===== src/verilog/mem_pkg.sv =====
// memory stage shared definitions
`default_nettype none

package mem_pkg;

    // widths fixed by the 32-bit ISA
    localparam int WORD_W     = 32;
    localparam int REG_ADDR_W = 5;
    localparam int SEL_W      = 4;

    // cp0 register numbers
    localparam logic [4:0] CP0_STATUS = 5'd12;
    localparam logic [4:0] CP0_CAUSE  = 5'd13;
    localparam logic [4:0] CP0_EPC    = 5'd14;

    // bit positions in the exception flag word from execute
    localparam int EXC_SYSCALL_BIT = 8;
    localparam int EXC_RI_BIT      = 9;
    localparam int EXC_TRAP_BIT    = 10;
    localparam int EXC_OV_BIT      = 11;
    localparam int EXC_ERET_BIT    = 12;

    // memory opcodes, same encoding as the decode stage
    typedef enum logic [7:0] {
        OP_NOP = 8'b0000_0000,
        OP_LB  = 8'b1110_0000,
        OP_LBU = 8'b1110_0100,
        OP_LH  = 8'b1110_0001,
        OP_LHU = 8'b1110_0101,
        OP_LW  = 8'b1110_0011,
        OP_SB  = 8'b1110_1000,
        OP_SH  = 8'b1110_1001,
        OP_SW  = 8'b1110_1011
    } mem_op_e;

    // resolved exception codes handed to writeback
    typedef enum logic [31:0] {
        EXC_NONE = 32'h0000_0000,
        EXC_INT  = 32'h0000_0001,
        EXC_SYS  = 32'h0000_0008,
        EXC_RI   = 32'h0000_000a,
        EXC_OV   = 32'h0000_000c,
        EXC_TR   = 32'h0000_000d,
        EXC_ERET = 32'h0000_000e
    } exc_code_e;

endpackage

`default_nettype wire


===== src/verilog/dbus_if.sv =====
// data bus interface
`timescale 1ns/1ps
`default_nettype none

interface dbus_if;

    // request side
    logic [31:0] addr;
    logic [3:0]  sel;
    logic [31:0] wdata;
    logic        we;
    logic        ce;

    // response side
    logic [31:0] rdata;
    logic        rdata_valid;
    logic        write_pending;

    modport master (output addr, sel, wdata, we, ce,
                    input  rdata, rdata_valid, write_pending);

    modport port (input  addr, sel, wdata, we, ce,
                  output rdata, rdata_valid, write_pending);

endinterface

`default_nettype wire


===== src/verilog/load_align.sv =====
// load data alignment
`timescale 1ns/1ps
`default_nettype none

module load_align (
    input  wire mem_pkg::mem_op_e              op_i,
    input  wire logic [1:0]                    addr_lsb_i,
    input  wire logic [mem_pkg::WORD_W-1:0]    rdata_i,
    output logic      [mem_pkg::WORD_W-1:0]    data_o
);

    logic [7:0]  byte_lane;
    logic [15:0] half_lane;
    logic        half_ok;

    // big-endian: offset 0 is the top byte
    always_comb begin
        case (addr_lsb_i)
            2'b00:   byte_lane = rdata_i[31:24];
            2'b01:   byte_lane = rdata_i[23:16];
            2'b10:   byte_lane = rdata_i[15:8];
            default: byte_lane = rdata_i[7:0];
        endcase
    end

    assign half_lane = addr_lsb_i[1] ? rdata_i[15:0] : rdata_i[31:16];
    assign half_ok   = ~addr_lsb_i[0];

    always_comb begin
        case (op_i)
            mem_pkg::OP_LB:  data_o = {{24{byte_lane[7]}}, byte_lane};
            mem_pkg::OP_LBU: data_o = {24'd0, byte_lane};
            mem_pkg::OP_LH: begin
                data_o = half_ok ? {{16{half_lane[15]}}, half_lane} : '0;
            end
            mem_pkg::OP_LHU: begin
                data_o = half_ok ? {16'd0, half_lane} : '0;
            end
            mem_pkg::OP_LW:  data_o = rdata_i;
            default:         data_o = '0;
        endcase
    end

endmodule

`default_nettype wire


===== src/verilog/mem_access.sv =====
// memory access and load formatting
`timescale 1ns/1ps
`default_nettype none

module mem_access (
    input  wire mem_pkg::mem_op_e              aluop_i,
    input  wire logic [mem_pkg::WORD_W-1:0]    mem_addr_i,
    input  wire logic [mem_pkg::WORD_W-1:0]    reg2_i,
    input  wire logic [mem_pkg::WORD_W-1:0]    wdata_i,
    input  wire logic                          wreg_i,
    input  wire logic                          exc_taken_i,
    dbus_if.master                             bus,
    output logic      [mem_pkg::WORD_W-1:0]    wdata_o,
    output logic                               stall_o
);

    logic                         is_load;
    logic                         is_store;
    logic [mem_pkg::SEL_W-1:0]    sel;
    logic [mem_pkg::SEL_W-1:0]    byte_sel;
    logic [mem_pkg::SEL_W-1:0]    half_sel;
    logic [mem_pkg::WORD_W-1:0]   store_data;
    logic [mem_pkg::WORD_W-1:0]   load_data;
    logic                         re;

    // one lane per byte, msb lane at offset 0
    assign byte_sel = 4'b1000 >> mem_addr_i[1:0];

    always_comb begin
        case (mem_addr_i[1:0])
            2'b00:   half_sel = 4'b1100;
            2'b10:   half_sel = 4'b0011;
            default: half_sel = 4'b0000;
        endcase
    end

    always_comb begin
        is_load    = 1'b0;
        is_store   = 1'b0;
        sel        = '0;
        store_data = '0;
        case (aluop_i)
            mem_pkg::OP_LB, mem_pkg::OP_LBU: begin
                is_load = 1'b1;
                sel     = byte_sel;
            end
            mem_pkg::OP_LH, mem_pkg::OP_LHU: begin
                is_load = 1'b1;
                sel     = half_sel;
            end
            mem_pkg::OP_LW: begin
                is_load = 1'b1;
                sel     = 4'b1111;
            end
            mem_pkg::OP_SB: begin
                is_store   = 1'b1;
                sel        = byte_sel;
                store_data = {4{reg2_i[7:0]}};
            end
            mem_pkg::OP_SH: begin
                is_store   = 1'b1;
                sel        = half_sel;
                store_data = {2{reg2_i[15:0]}};
            end
            mem_pkg::OP_SW: begin
                is_store   = 1'b1;
                sel        = 4'b1111;
                store_data = reg2_i;
            end
            default: begin
            end
        endcase
    end

    // bus request, cancelled by a taken exception
    assign bus.addr  = (is_load | is_store) ? mem_addr_i : '0;
    assign bus.sel   = sel;
    assign bus.wdata = store_data;
    assign bus.ce    = (is_load | is_store) & ~exc_taken_i;
    assign bus.we    = is_store & ~exc_taken_i;

    load_align u_load_align (
        .op_i       (aluop_i),
        .addr_lsb_i (mem_addr_i[1:0]),
        .rdata_i    (bus.rdata),
        .data_o     (load_data)
    );

    // load result only matters when a register is written
    assign wdata_o = (is_load & wreg_i) ? load_data : wdata_i;

    // hold the pipe until read data arrives or the write drains
    assign re      = bus.ce & ~bus.we;
    assign stall_o = (re & ~bus.rdata_valid) | (bus.we & bus.write_pending);

endmodule

`default_nettype wire


===== src/verilog/exception_unit.sv =====
// cp0 forwarding and exception resolution
`timescale 1ns/1ps
`default_nettype none

module exception_unit (
    input  wire logic [mem_pkg::WORD_W-1:0]    inst_addr_i,
    input  wire logic [mem_pkg::WORD_W-1:0]    excepttype_i,
    input  wire logic [mem_pkg::WORD_W-1:0]    cp0_status_i,
    input  wire logic [mem_pkg::WORD_W-1:0]    cp0_cause_i,
    input  wire logic [mem_pkg::WORD_W-1:0]    cp0_epc_i,
    input  wire logic                          wb_cp0_we_i,
    input  wire logic [4:0]                    wb_cp0_addr_i,
    input  wire logic [mem_pkg::WORD_W-1:0]    wb_cp0_data_i,
    output mem_pkg::exc_code_e                 exc_code_o,
    output logic                               exc_taken_o,
    output logic      [mem_pkg::WORD_W-1:0]    epc_o
);

    logic                         wb_status;
    logic                         wb_cause;
    logic                         wb_epc;
    logic [mem_pkg::WORD_W-1:0]   status_fwd;
    logic [mem_pkg::WORD_W-1:0]   cause_fwd;
    logic                         int_pending;

    assign wb_status = wb_cp0_we_i && (wb_cp0_addr_i == mem_pkg::CP0_STATUS);
    assign wb_cause  = wb_cp0_we_i && (wb_cp0_addr_i == mem_pkg::CP0_CAUSE);
    assign wb_epc    = wb_cp0_we_i && (wb_cp0_addr_i == mem_pkg::CP0_EPC);

    assign status_fwd = wb_status ? wb_cp0_data_i : cp0_status_i;
    assign epc_o      = wb_epc ? wb_cp0_data_i : cp0_epc_i;

    // only IP[1:0], WP and IV are software writable in cause
    always_comb begin
        cause_fwd = cp0_cause_i;
        if (wb_cause) begin
            cause_fwd[9:8]   = wb_cp0_data_i[9:8];
            cause_fwd[23:22] = wb_cp0_data_i[23:22];
        end
    end

    // masked interrupt, EXL clear and IE set
    assign int_pending = (|(cause_fwd[15:8] & status_fwd[15:8]))
                         && !status_fwd[1] && status_fwd[0];

    always_comb begin
        exc_code_o = mem_pkg::EXC_NONE;
        // a zero pc marks a bubble
        if (inst_addr_i != '0) begin
            if (int_pending) begin
                exc_code_o = mem_pkg::EXC_INT;
            end else if (excepttype_i[mem_pkg::EXC_SYSCALL_BIT]) begin
                exc_code_o = mem_pkg::EXC_SYS;
            end else if (excepttype_i[mem_pkg::EXC_RI_BIT]) begin
                exc_code_o = mem_pkg::EXC_RI;
            end else if (excepttype_i[mem_pkg::EXC_TRAP_BIT]) begin
                exc_code_o = mem_pkg::EXC_TR;
            end else if (excepttype_i[mem_pkg::EXC_OV_BIT]) begin
                exc_code_o = mem_pkg::EXC_OV;
            end else if (excepttype_i[mem_pkg::EXC_ERET_BIT]) begin
                exc_code_o = mem_pkg::EXC_ERET;
            end
        end
    end

    assign exc_taken_o = (exc_code_o != mem_pkg::EXC_NONE);

endmodule

`default_nettype wire


===== src/verilog/mem_wb_reg.sv =====
// mem to writeback pipeline register
`timescale 1ns/1ps
`default_nettype none

module mem_wb_reg (
    input  wire logic                              clk,
    input  wire logic                              reset_i,
    input  wire logic                              stall_i,
    input  wire logic [mem_pkg::REG_ADDR_W-1:0]    wd_i,
    input  wire logic                              wreg_i,
    input  wire logic [mem_pkg::WORD_W-1:0]        wdata_i,
    input  wire mem_pkg::exc_code_e                exc_code_i,
    input  wire logic [mem_pkg::WORD_W-1:0]        epc_i,
    output logic      [mem_pkg::REG_ADDR_W-1:0]    wb_wd_o,
    output logic                                   wb_wreg_o,
    output logic      [mem_pkg::WORD_W-1:0]        wb_wdata_o,
    output mem_pkg::exc_code_e                     wb_excepttype_o,
    output logic      [mem_pkg::WORD_W-1:0]        wb_epc_o
);

    // bubble on reset or stall
    always_ff @(posedge clk) begin
        if (reset_i || stall_i) begin
            wb_wd_o         <= '0;
            wb_wreg_o       <= 1'b0;
            wb_wdata_o      <= '0;
            wb_excepttype_o <= mem_pkg::EXC_NONE;
            wb_epc_o        <= '0;
        end else begin
            wb_wd_o         <= wd_i;
            wb_wreg_o       <= wreg_i;
            wb_wdata_o      <= wdata_i;
            wb_excepttype_o <= exc_code_i;
            wb_epc_o        <= epc_i;
        end
    end

    // a stalled instruction never reaches the register file
    assert property (@(posedge clk) disable iff (reset_i)
        stall_i |=> !wb_wreg_o)
        else $error("register write leaked past a stall");

endmodule

`default_nettype wire


===== src/verilog/mem_stage_top.sv =====
// memory stage top level
`timescale 1ns/1ps
`default_nettype none

module mem_stage_top (
    input  wire logic                              clk,
    input  wire logic                              reset_i,
    input  wire logic [mem_pkg::REG_ADDR_W-1:0]    wd_i,
    input  wire logic                              wreg_i,
    input  wire logic [mem_pkg::WORD_W-1:0]        wdata_i,
    input  wire mem_pkg::mem_op_e                  aluop_i,
    input  wire logic [mem_pkg::WORD_W-1:0]        mem_addr_i,
    input  wire logic [mem_pkg::WORD_W-1:0]        reg2_i,
    input  wire logic [mem_pkg::WORD_W-1:0]        excepttype_i,
    input  wire logic [mem_pkg::WORD_W-1:0]        inst_addr_i,
    input  wire logic [mem_pkg::WORD_W-1:0]        cp0_status_i,
    input  wire logic [mem_pkg::WORD_W-1:0]        cp0_cause_i,
    input  wire logic [mem_pkg::WORD_W-1:0]        cp0_epc_i,
    input  wire logic                              wb_cp0_we_i,
    input  wire logic [4:0]                        wb_cp0_addr_i,
    input  wire logic [mem_pkg::WORD_W-1:0]        wb_cp0_data_i,
    input  wire logic [mem_pkg::WORD_W-1:0]        dbus_rdata_i,
    input  wire logic                              dbus_rdata_valid_i,
    input  wire logic                              dbus_write_pending_i,
    output logic      [mem_pkg::WORD_W-1:0]        dbus_addr_o,
    output logic      [mem_pkg::SEL_W-1:0]         dbus_sel_o,
    output logic      [mem_pkg::WORD_W-1:0]        dbus_wdata_o,
    output logic                                   dbus_we_o,
    output logic                                   dbus_re_o,
    output logic                                   stall_o,
    output logic      [mem_pkg::REG_ADDR_W-1:0]    wb_wd_o,
    output logic                                   wb_wreg_o,
    output logic      [mem_pkg::WORD_W-1:0]        wb_wdata_o,
    output mem_pkg::exc_code_e                     wb_excepttype_o,
    output logic      [mem_pkg::WORD_W-1:0]        wb_epc_o
);

    logic                         exc_taken;
    mem_pkg::exc_code_e           exc_code;
    logic [mem_pkg::WORD_W-1:0]   epc;
    logic [mem_pkg::WORD_W-1:0]   mem_wdata;

    dbus_if bus ();

    // external data bus
    assign dbus_addr_o       = bus.addr;
    assign dbus_sel_o        = bus.sel;
    assign dbus_wdata_o      = bus.wdata;
    assign dbus_we_o         = bus.we;
    assign dbus_re_o         = bus.ce & ~bus.we;
    assign bus.rdata         = dbus_rdata_i;
    assign bus.rdata_valid   = dbus_rdata_valid_i;
    assign bus.write_pending = dbus_write_pending_i;

    mem_access u_mem_access (
        .aluop_i     (aluop_i),
        .mem_addr_i  (mem_addr_i),
        .reg2_i      (reg2_i),
        .wdata_i     (wdata_i),
        .wreg_i      (wreg_i),
        .exc_taken_i (exc_taken),
        .bus         (bus.master),
        .wdata_o     (mem_wdata),
        .stall_o     (stall_o)
    );

    exception_unit u_exception_unit (
        .inst_addr_i   (inst_addr_i),
        .excepttype_i  (excepttype_i),
        .cp0_status_i  (cp0_status_i),
        .cp0_cause_i   (cp0_cause_i),
        .cp0_epc_i     (cp0_epc_i),
        .wb_cp0_we_i   (wb_cp0_we_i),
        .wb_cp0_addr_i (wb_cp0_addr_i),
        .wb_cp0_data_i (wb_cp0_data_i),
        .exc_code_o    (exc_code),
        .exc_taken_o   (exc_taken),
        .epc_o         (epc)
    );

    mem_wb_reg u_mem_wb_reg (
        .clk             (clk),
        .reset_i         (reset_i),
        .stall_i         (stall_o),
        .wd_i            (wd_i),
        .wreg_i          (wreg_i),
        .wdata_i         (mem_wdata),
        .exc_code_i      (exc_code),
        .epc_i           (epc),
        .wb_wd_o         (wb_wd_o),
        .wb_wreg_o       (wb_wreg_o),
        .wb_wdata_o      (wb_wdata_o),
        .wb_excepttype_o (wb_excepttype_o),
        .wb_epc_o        (wb_epc_o)
    );

    // exception cancels the access, so nothing is left to wait on
    assert property (@(posedge clk) disable iff (reset_i)
        exc_taken |-> (!bus.ce && !stall_o))
        else $error("bus access or stall survived a taken exception");

endmodule

`default_nettype wire


===== config.mk =====
export PLATFORM = sky130hd
export DESIGN_NAME = mem_stage_top
export DESIGN_NICKNAME = d
export VERILOG_FILES = /design/src/verilog/mem_pkg.sv /design/src/verilog/dbus_if.sv /design/src/verilog/load_align.sv /design/src/verilog/mem_access.sv /design/src/verilog/exception_unit.sv /design/src/verilog/mem_wb_reg.sv /design/src/verilog/mem_stage_top.sv
export SDC_FILE = /design/constraint.sdc
export NUM_CORES = 1
export LEC_CHECK = 0
export ABC_AREA = 1
export BUFFER_PORTS_ARGS = -buffer_cell sky130_fd_sc_hd__buf_2
export CAP_MARGIN = 20
export CORE_AREA = 5 5 197 199
export DETAILED_ROUTE_END_ITERATION = 16
export DIE_AREA = 0 0 202 204
export PLACE_DENSITY_LB_ADDON = 0.3
export SLEW_MARGIN = 20
export SYNTH_ARGS = -nofsm -noshare
export SYNTH_HDL_FRONTEND = slang
export SYNTH_SLANG_ARGS = --single-unit
export TNS_END_PERCENT = 100

===== constraint.sdc =====
create_clock -name clk -period 2.36 [get_ports clk]
set_clock_uncertainty 0.1 [all_clocks]
set_input_delay 0.118 -clock clk [delete_from_list [all_inputs] [get_ports clk]]
set_output_delay 0.118 -clock clk [all_outputs]
set_load 0.02 [all_outputs]

==> flow_summary_export.csv <==
group,metric,value,unit
clocking,clkSinkCount,74,
timing,fin_crit_sh,88.9,%
detailed_routing,firstDrtPassIters,4,
floorplanning,die_w,202,um
clocking,cts_max_path_buffers,2,
worst_setup_path,path_class,"input port to primary output",
worst_setup_path,setup.worst_path.end_class,"primary output",
timing,rsz0062_at_grt,"false",
detailed_routing,post_drt_via_cell_ratio,3.87,
floorplanning,rows,71,
power_and_ir_drop,p_per_area,434,nW/um^2
clocking,cts_root_buffer,"clkbuf_16",
worst_setup_path,path_delay_family,"buffers and inverters",
cells_and_area,fin_nets,1600,
detailed_routing,ant_nets,0,
worst_setup_path,worstPathRequired,2.14,ns
worst_setup_path,path_cells,"buf_2, inv_1, nand4_2, buf_4, nor3_1, buf_4, inv_2, nand2_2, inv_2, nand2_1, nor2_1, inv_1, buf_12, nand2_1, inv_1, buf_2",
global_route,grt_pass1_wl,40000,um
min_path,hold_depth,5,
min_path,min_to,"u_mem_wb_reg.wb_wdata_o[4]",
placed_design,gp_congestion,0.862,
logic_synthesis,ys_seq_elements,74,
placed_design,portBuffers,415,
min_path,hold_class,"input port to flip-flop",
power_and_ir_drop,irDropWorstVdd,0.290,mV
worst_setup_path,worst_setup_path_start_kind,"input port",
worst_setup_path,arrival,1.88,ns
timing,tightest_slew,0.689,ns
detailed_routing,drc_errors,0,
timing,clock.fmax,477,MHz
global_route,gr-usage-all-layers,12.7,%
logic_synthesis,yosysWarningCount,0,
placed_design,dp_hpwl,22800,um
logic_synthesis,synth.area.top_cells,"dfxtp_1 (32%), nand2_1 (13%), nor2_1 (10%)",
logic_synthesis,synth.avg_cell_area,6.45,um^2
logic_synthesis,yosysUniqueCellTypes,35,
floorplanning,coreArea,37000,um^2
logic_synthesis,synthCells,724,
clocking,cts_max_level,3,
clocking,cts_buffers,9,
logic_synthesis,syn-cell-area,4670,um^2
logic_synthesis,netlist.area_leader.share,31.7,%
cells_and_area,drive_gt1_share,39.4,%
clocking,cts.reportedPaths.clkPinSlew,0.05,ns
cells_and_area,area_growth,86.7,%
power_and_ir_drop,p_leak,5.05,nW
logic_synthesis,yosys.area.top_type,"dfxtp_1",
logic_synthesis,yosysSeqAreaShare,31.7,%
detailed_routing,vias,6715,
outcome,outcome,"complete, no violations",
placed_design,placed_cells,1628,
global_route,grt-ovfl-total,0,
run,max_cap_violations,0,
power_and_ir_drop,totalPowerFinal,3.79,mW
cells_and_area,layout.cells.non_filler,1737,
floorplanning,io_pins,517,
global_route,antenna_found_initial,9,
worst_setup_path,crit_top_cell,"inv_1",
worst_setup_path,crit_fanout,32,
cells_and_area,final_util,23.5,%
timing,post-route-min-period,2.10,ns
global_route,grt_pass1_vias,7075,
detailed_routing,routed_wl,27300,um
timing,maxSlewHeadroom,53.5,%
detailed_routing,drt_iter0_drc,210,
worst_setup_path,cp_num_buf_inv,10,
clocking,post_cts_buffers,0,
worst_setup_path,cpPeakStageDelay,0.19,ns
floorplanning,die_height,204,um
timing,hold_viol,0,
floorplanning,die_area,41200,um^2
floorplanning,start_util,12.6,%
global_route,grt_max_degree,46,
timing,setup_violations,0,
worst_setup_path,crit_slowest_cell,"buf_4",
clocking,cts_tree,"done",
detailed_routing,wl_per_cell,15.7,um
timing,finalMaxSlewViolations,0,
min_path,worstHoldStart,"wdata_i[4]",
-- Yosys cell counts --
| cell | n |
|---|---|
| a211oi_1 | 1 |
| a21oi_1 | 44 |
| a22o_1 | 2 |
| a22oi_1 | 7 |
| a31oi_1 | 18 |
| buf_2 | 7 |
| buf_4 | 29 |
| buf_6 | 6 |
| clkbuf_1 | 14 |
| clkinv_1 | 1 |
| conb_1 | 1 |
| dfxtp_1 | 74 |
| inv_1 | 101 |
| inv_2 | 9 |
| mux2i_1 | 27 |
| nand2_1 | 158 |
| nand2_2 | 1 |
| nand3_1 | 22 |
| nand3_2 | 1 |
| nand3b_1 | 5 |
| nand4_1 | 6 |
| nand4_2 | 1 |
| nor2_1 | 129 |
| nor2_2 | 3 |
| nor2_4 | 1 |
| nor3_1 | 5 |
| nor4_4 | 1 |
| o211ai_1 | 22 |
| o21ai_0 | 13 |
| o21ai_1 | 1 |
| o221ai_1 | 1 |
| o22ai_1 | 3 |
| o2bb2ai_1 | 1 |
| o311ai_0 | 7 |
| o31ai_1 | 2 |
-- sequential cells by signal (all words and copies together) (netlist names) --
| name | flops |
|---|---|
| u_mem_wb_reg.wb_epc_o | 32 |
| u_mem_wb_reg.wb_wdata_o | 32 |
| u_mem_wb_reg.wb_wreg_o | 1 |
| u_mem_wb_reg.wb_excepttype_o | 4 |
| u_mem_wb_reg.wb_wd_o | 5 |
-- final cells by class --
| type | instances | area (um^2) |
|---|---|---|
| Clock inverter | 7 | 101 |
| Timing Repair Buffer | 550 | 3370 |
| Inverter | 111 | 417 |
| Multi-Input combinational cell | 510 | 2530 |
| Clock buffer | 9 | 225 |
| Fill cell | 4129 | 28300 |
| Antenna cell | 2 | 5.00 |
| Sequential cell | 74 | 1480 |
| Tap cell | 474 | 593 |
-- metrics by stage --
step	setup slack [ns]	setup TNS (ns)	hold WS, ns	instance area (um^2)
2_1_floorplan	0.405	0	0.130	4770
3_5_place_dp	-0.0623	-0.0623	0.240	7470
4_1_cts	0.122	0	0.000427	8710
5_1_grt	0.0171	0	0.0129	8720
6_report	0.262	0	0.0132	8720
3_3_place_gp	-0.0224	-0.0224	0.235	7470
-- worst max path at each step --
stage	from	end	slack [ns]	cells past startpoint
floorplan	aluop_i[3]	dbus_wdata_o[31]	0.41	8
global placement	mem_addr_i[0]	u_mem_wb_reg.wb_wdata_o[1]	-0.02	11
detailed placement	mem_addr_i[0]	u_mem_wb_reg.wb_wdata_o[1]	-0.06	11
CTS	wb_cp0_addr_i[4]	dbus_re_o	0.12	16
global route	wb_cp0_addr_i[4]	dbus_re_o	0.02	16
finish	aluop_i[4]	dbus_addr_o[18]	0.26	16
-- report_power, final --
part | total [mW] | leakage, nW | internal, mW | switching, mW
logic | 0.908 | 4.28 | 0.422 | 0.486
clock network | 1.55 | 0.158 | 0.938 | 0.607
registers | 1.33 | 0.616 | 1.32 | 0.0156
total | 3.79 | 5.05 | 2.68 | 1.11
-- cell usage in the layout, fill, tap and decap left out, types with 3 or more instances in the layout --
cell type / netlist / routed
dfxtp_1: 74 / 74
nor3_1: 5 / 5
a31oi_1: 18 / 18
a22oi_1: 7 / 7
inv_2: 9 / 9
inv_1: 101 / 101
conb_1: 1 / 28
o311ai_0: 7 / 7
a21oi_1: 44 / 44
nand2_1: 158 / 156
nand4_1: 6 / 6
nand3_1: 22 / 20
clkbuf_16: 0 / 9
o22ai_1: 3 / 3
buf_2: 7 / 414
nor2_1: 129 / 128
o21ai_0: 13 / 13
buf_4: 29 / 40
nand3b_1: 5 / 5
nor2_2: 3 / 4
nand2_2: 1 / 3
dlygate4sd3_1: 0 / 91
buf_12: 0 / 4
o211ai_1: 22 / 22
mux2i_1: 27 / 27
-- per-layer routing --
metal | global-route usage, % | vias to the layer above | part of all wire [%]
met2 | 23.3 | 333 | 50
met3 | 4.00 | 45 | 9.1
met4 | 4.37 | 12 | 2.5
met5 | 0 | - | 0.28
met1 | 13.9 | 2984 | 39
li1 | - | 3341 | -
-- logic make-up after synthesis --
logic type      Yosys count  share of synthesized area, %
mux                      27                          5.79
buf+inv                 167                          16.9
flops                    74                          31.7
simple gates            333                          29.3
other cells               1                        0.0803
compound gates          122                          16.2
-- repair_timing --
item / in CTS / in global routing
hold endpoints to repair: 66 / 0
endpoints found under the setup margin: 0 / 2
resized for setup: 0 / 3
hold buffers: 91 / 0
Power figures use the tool's default switching activity.
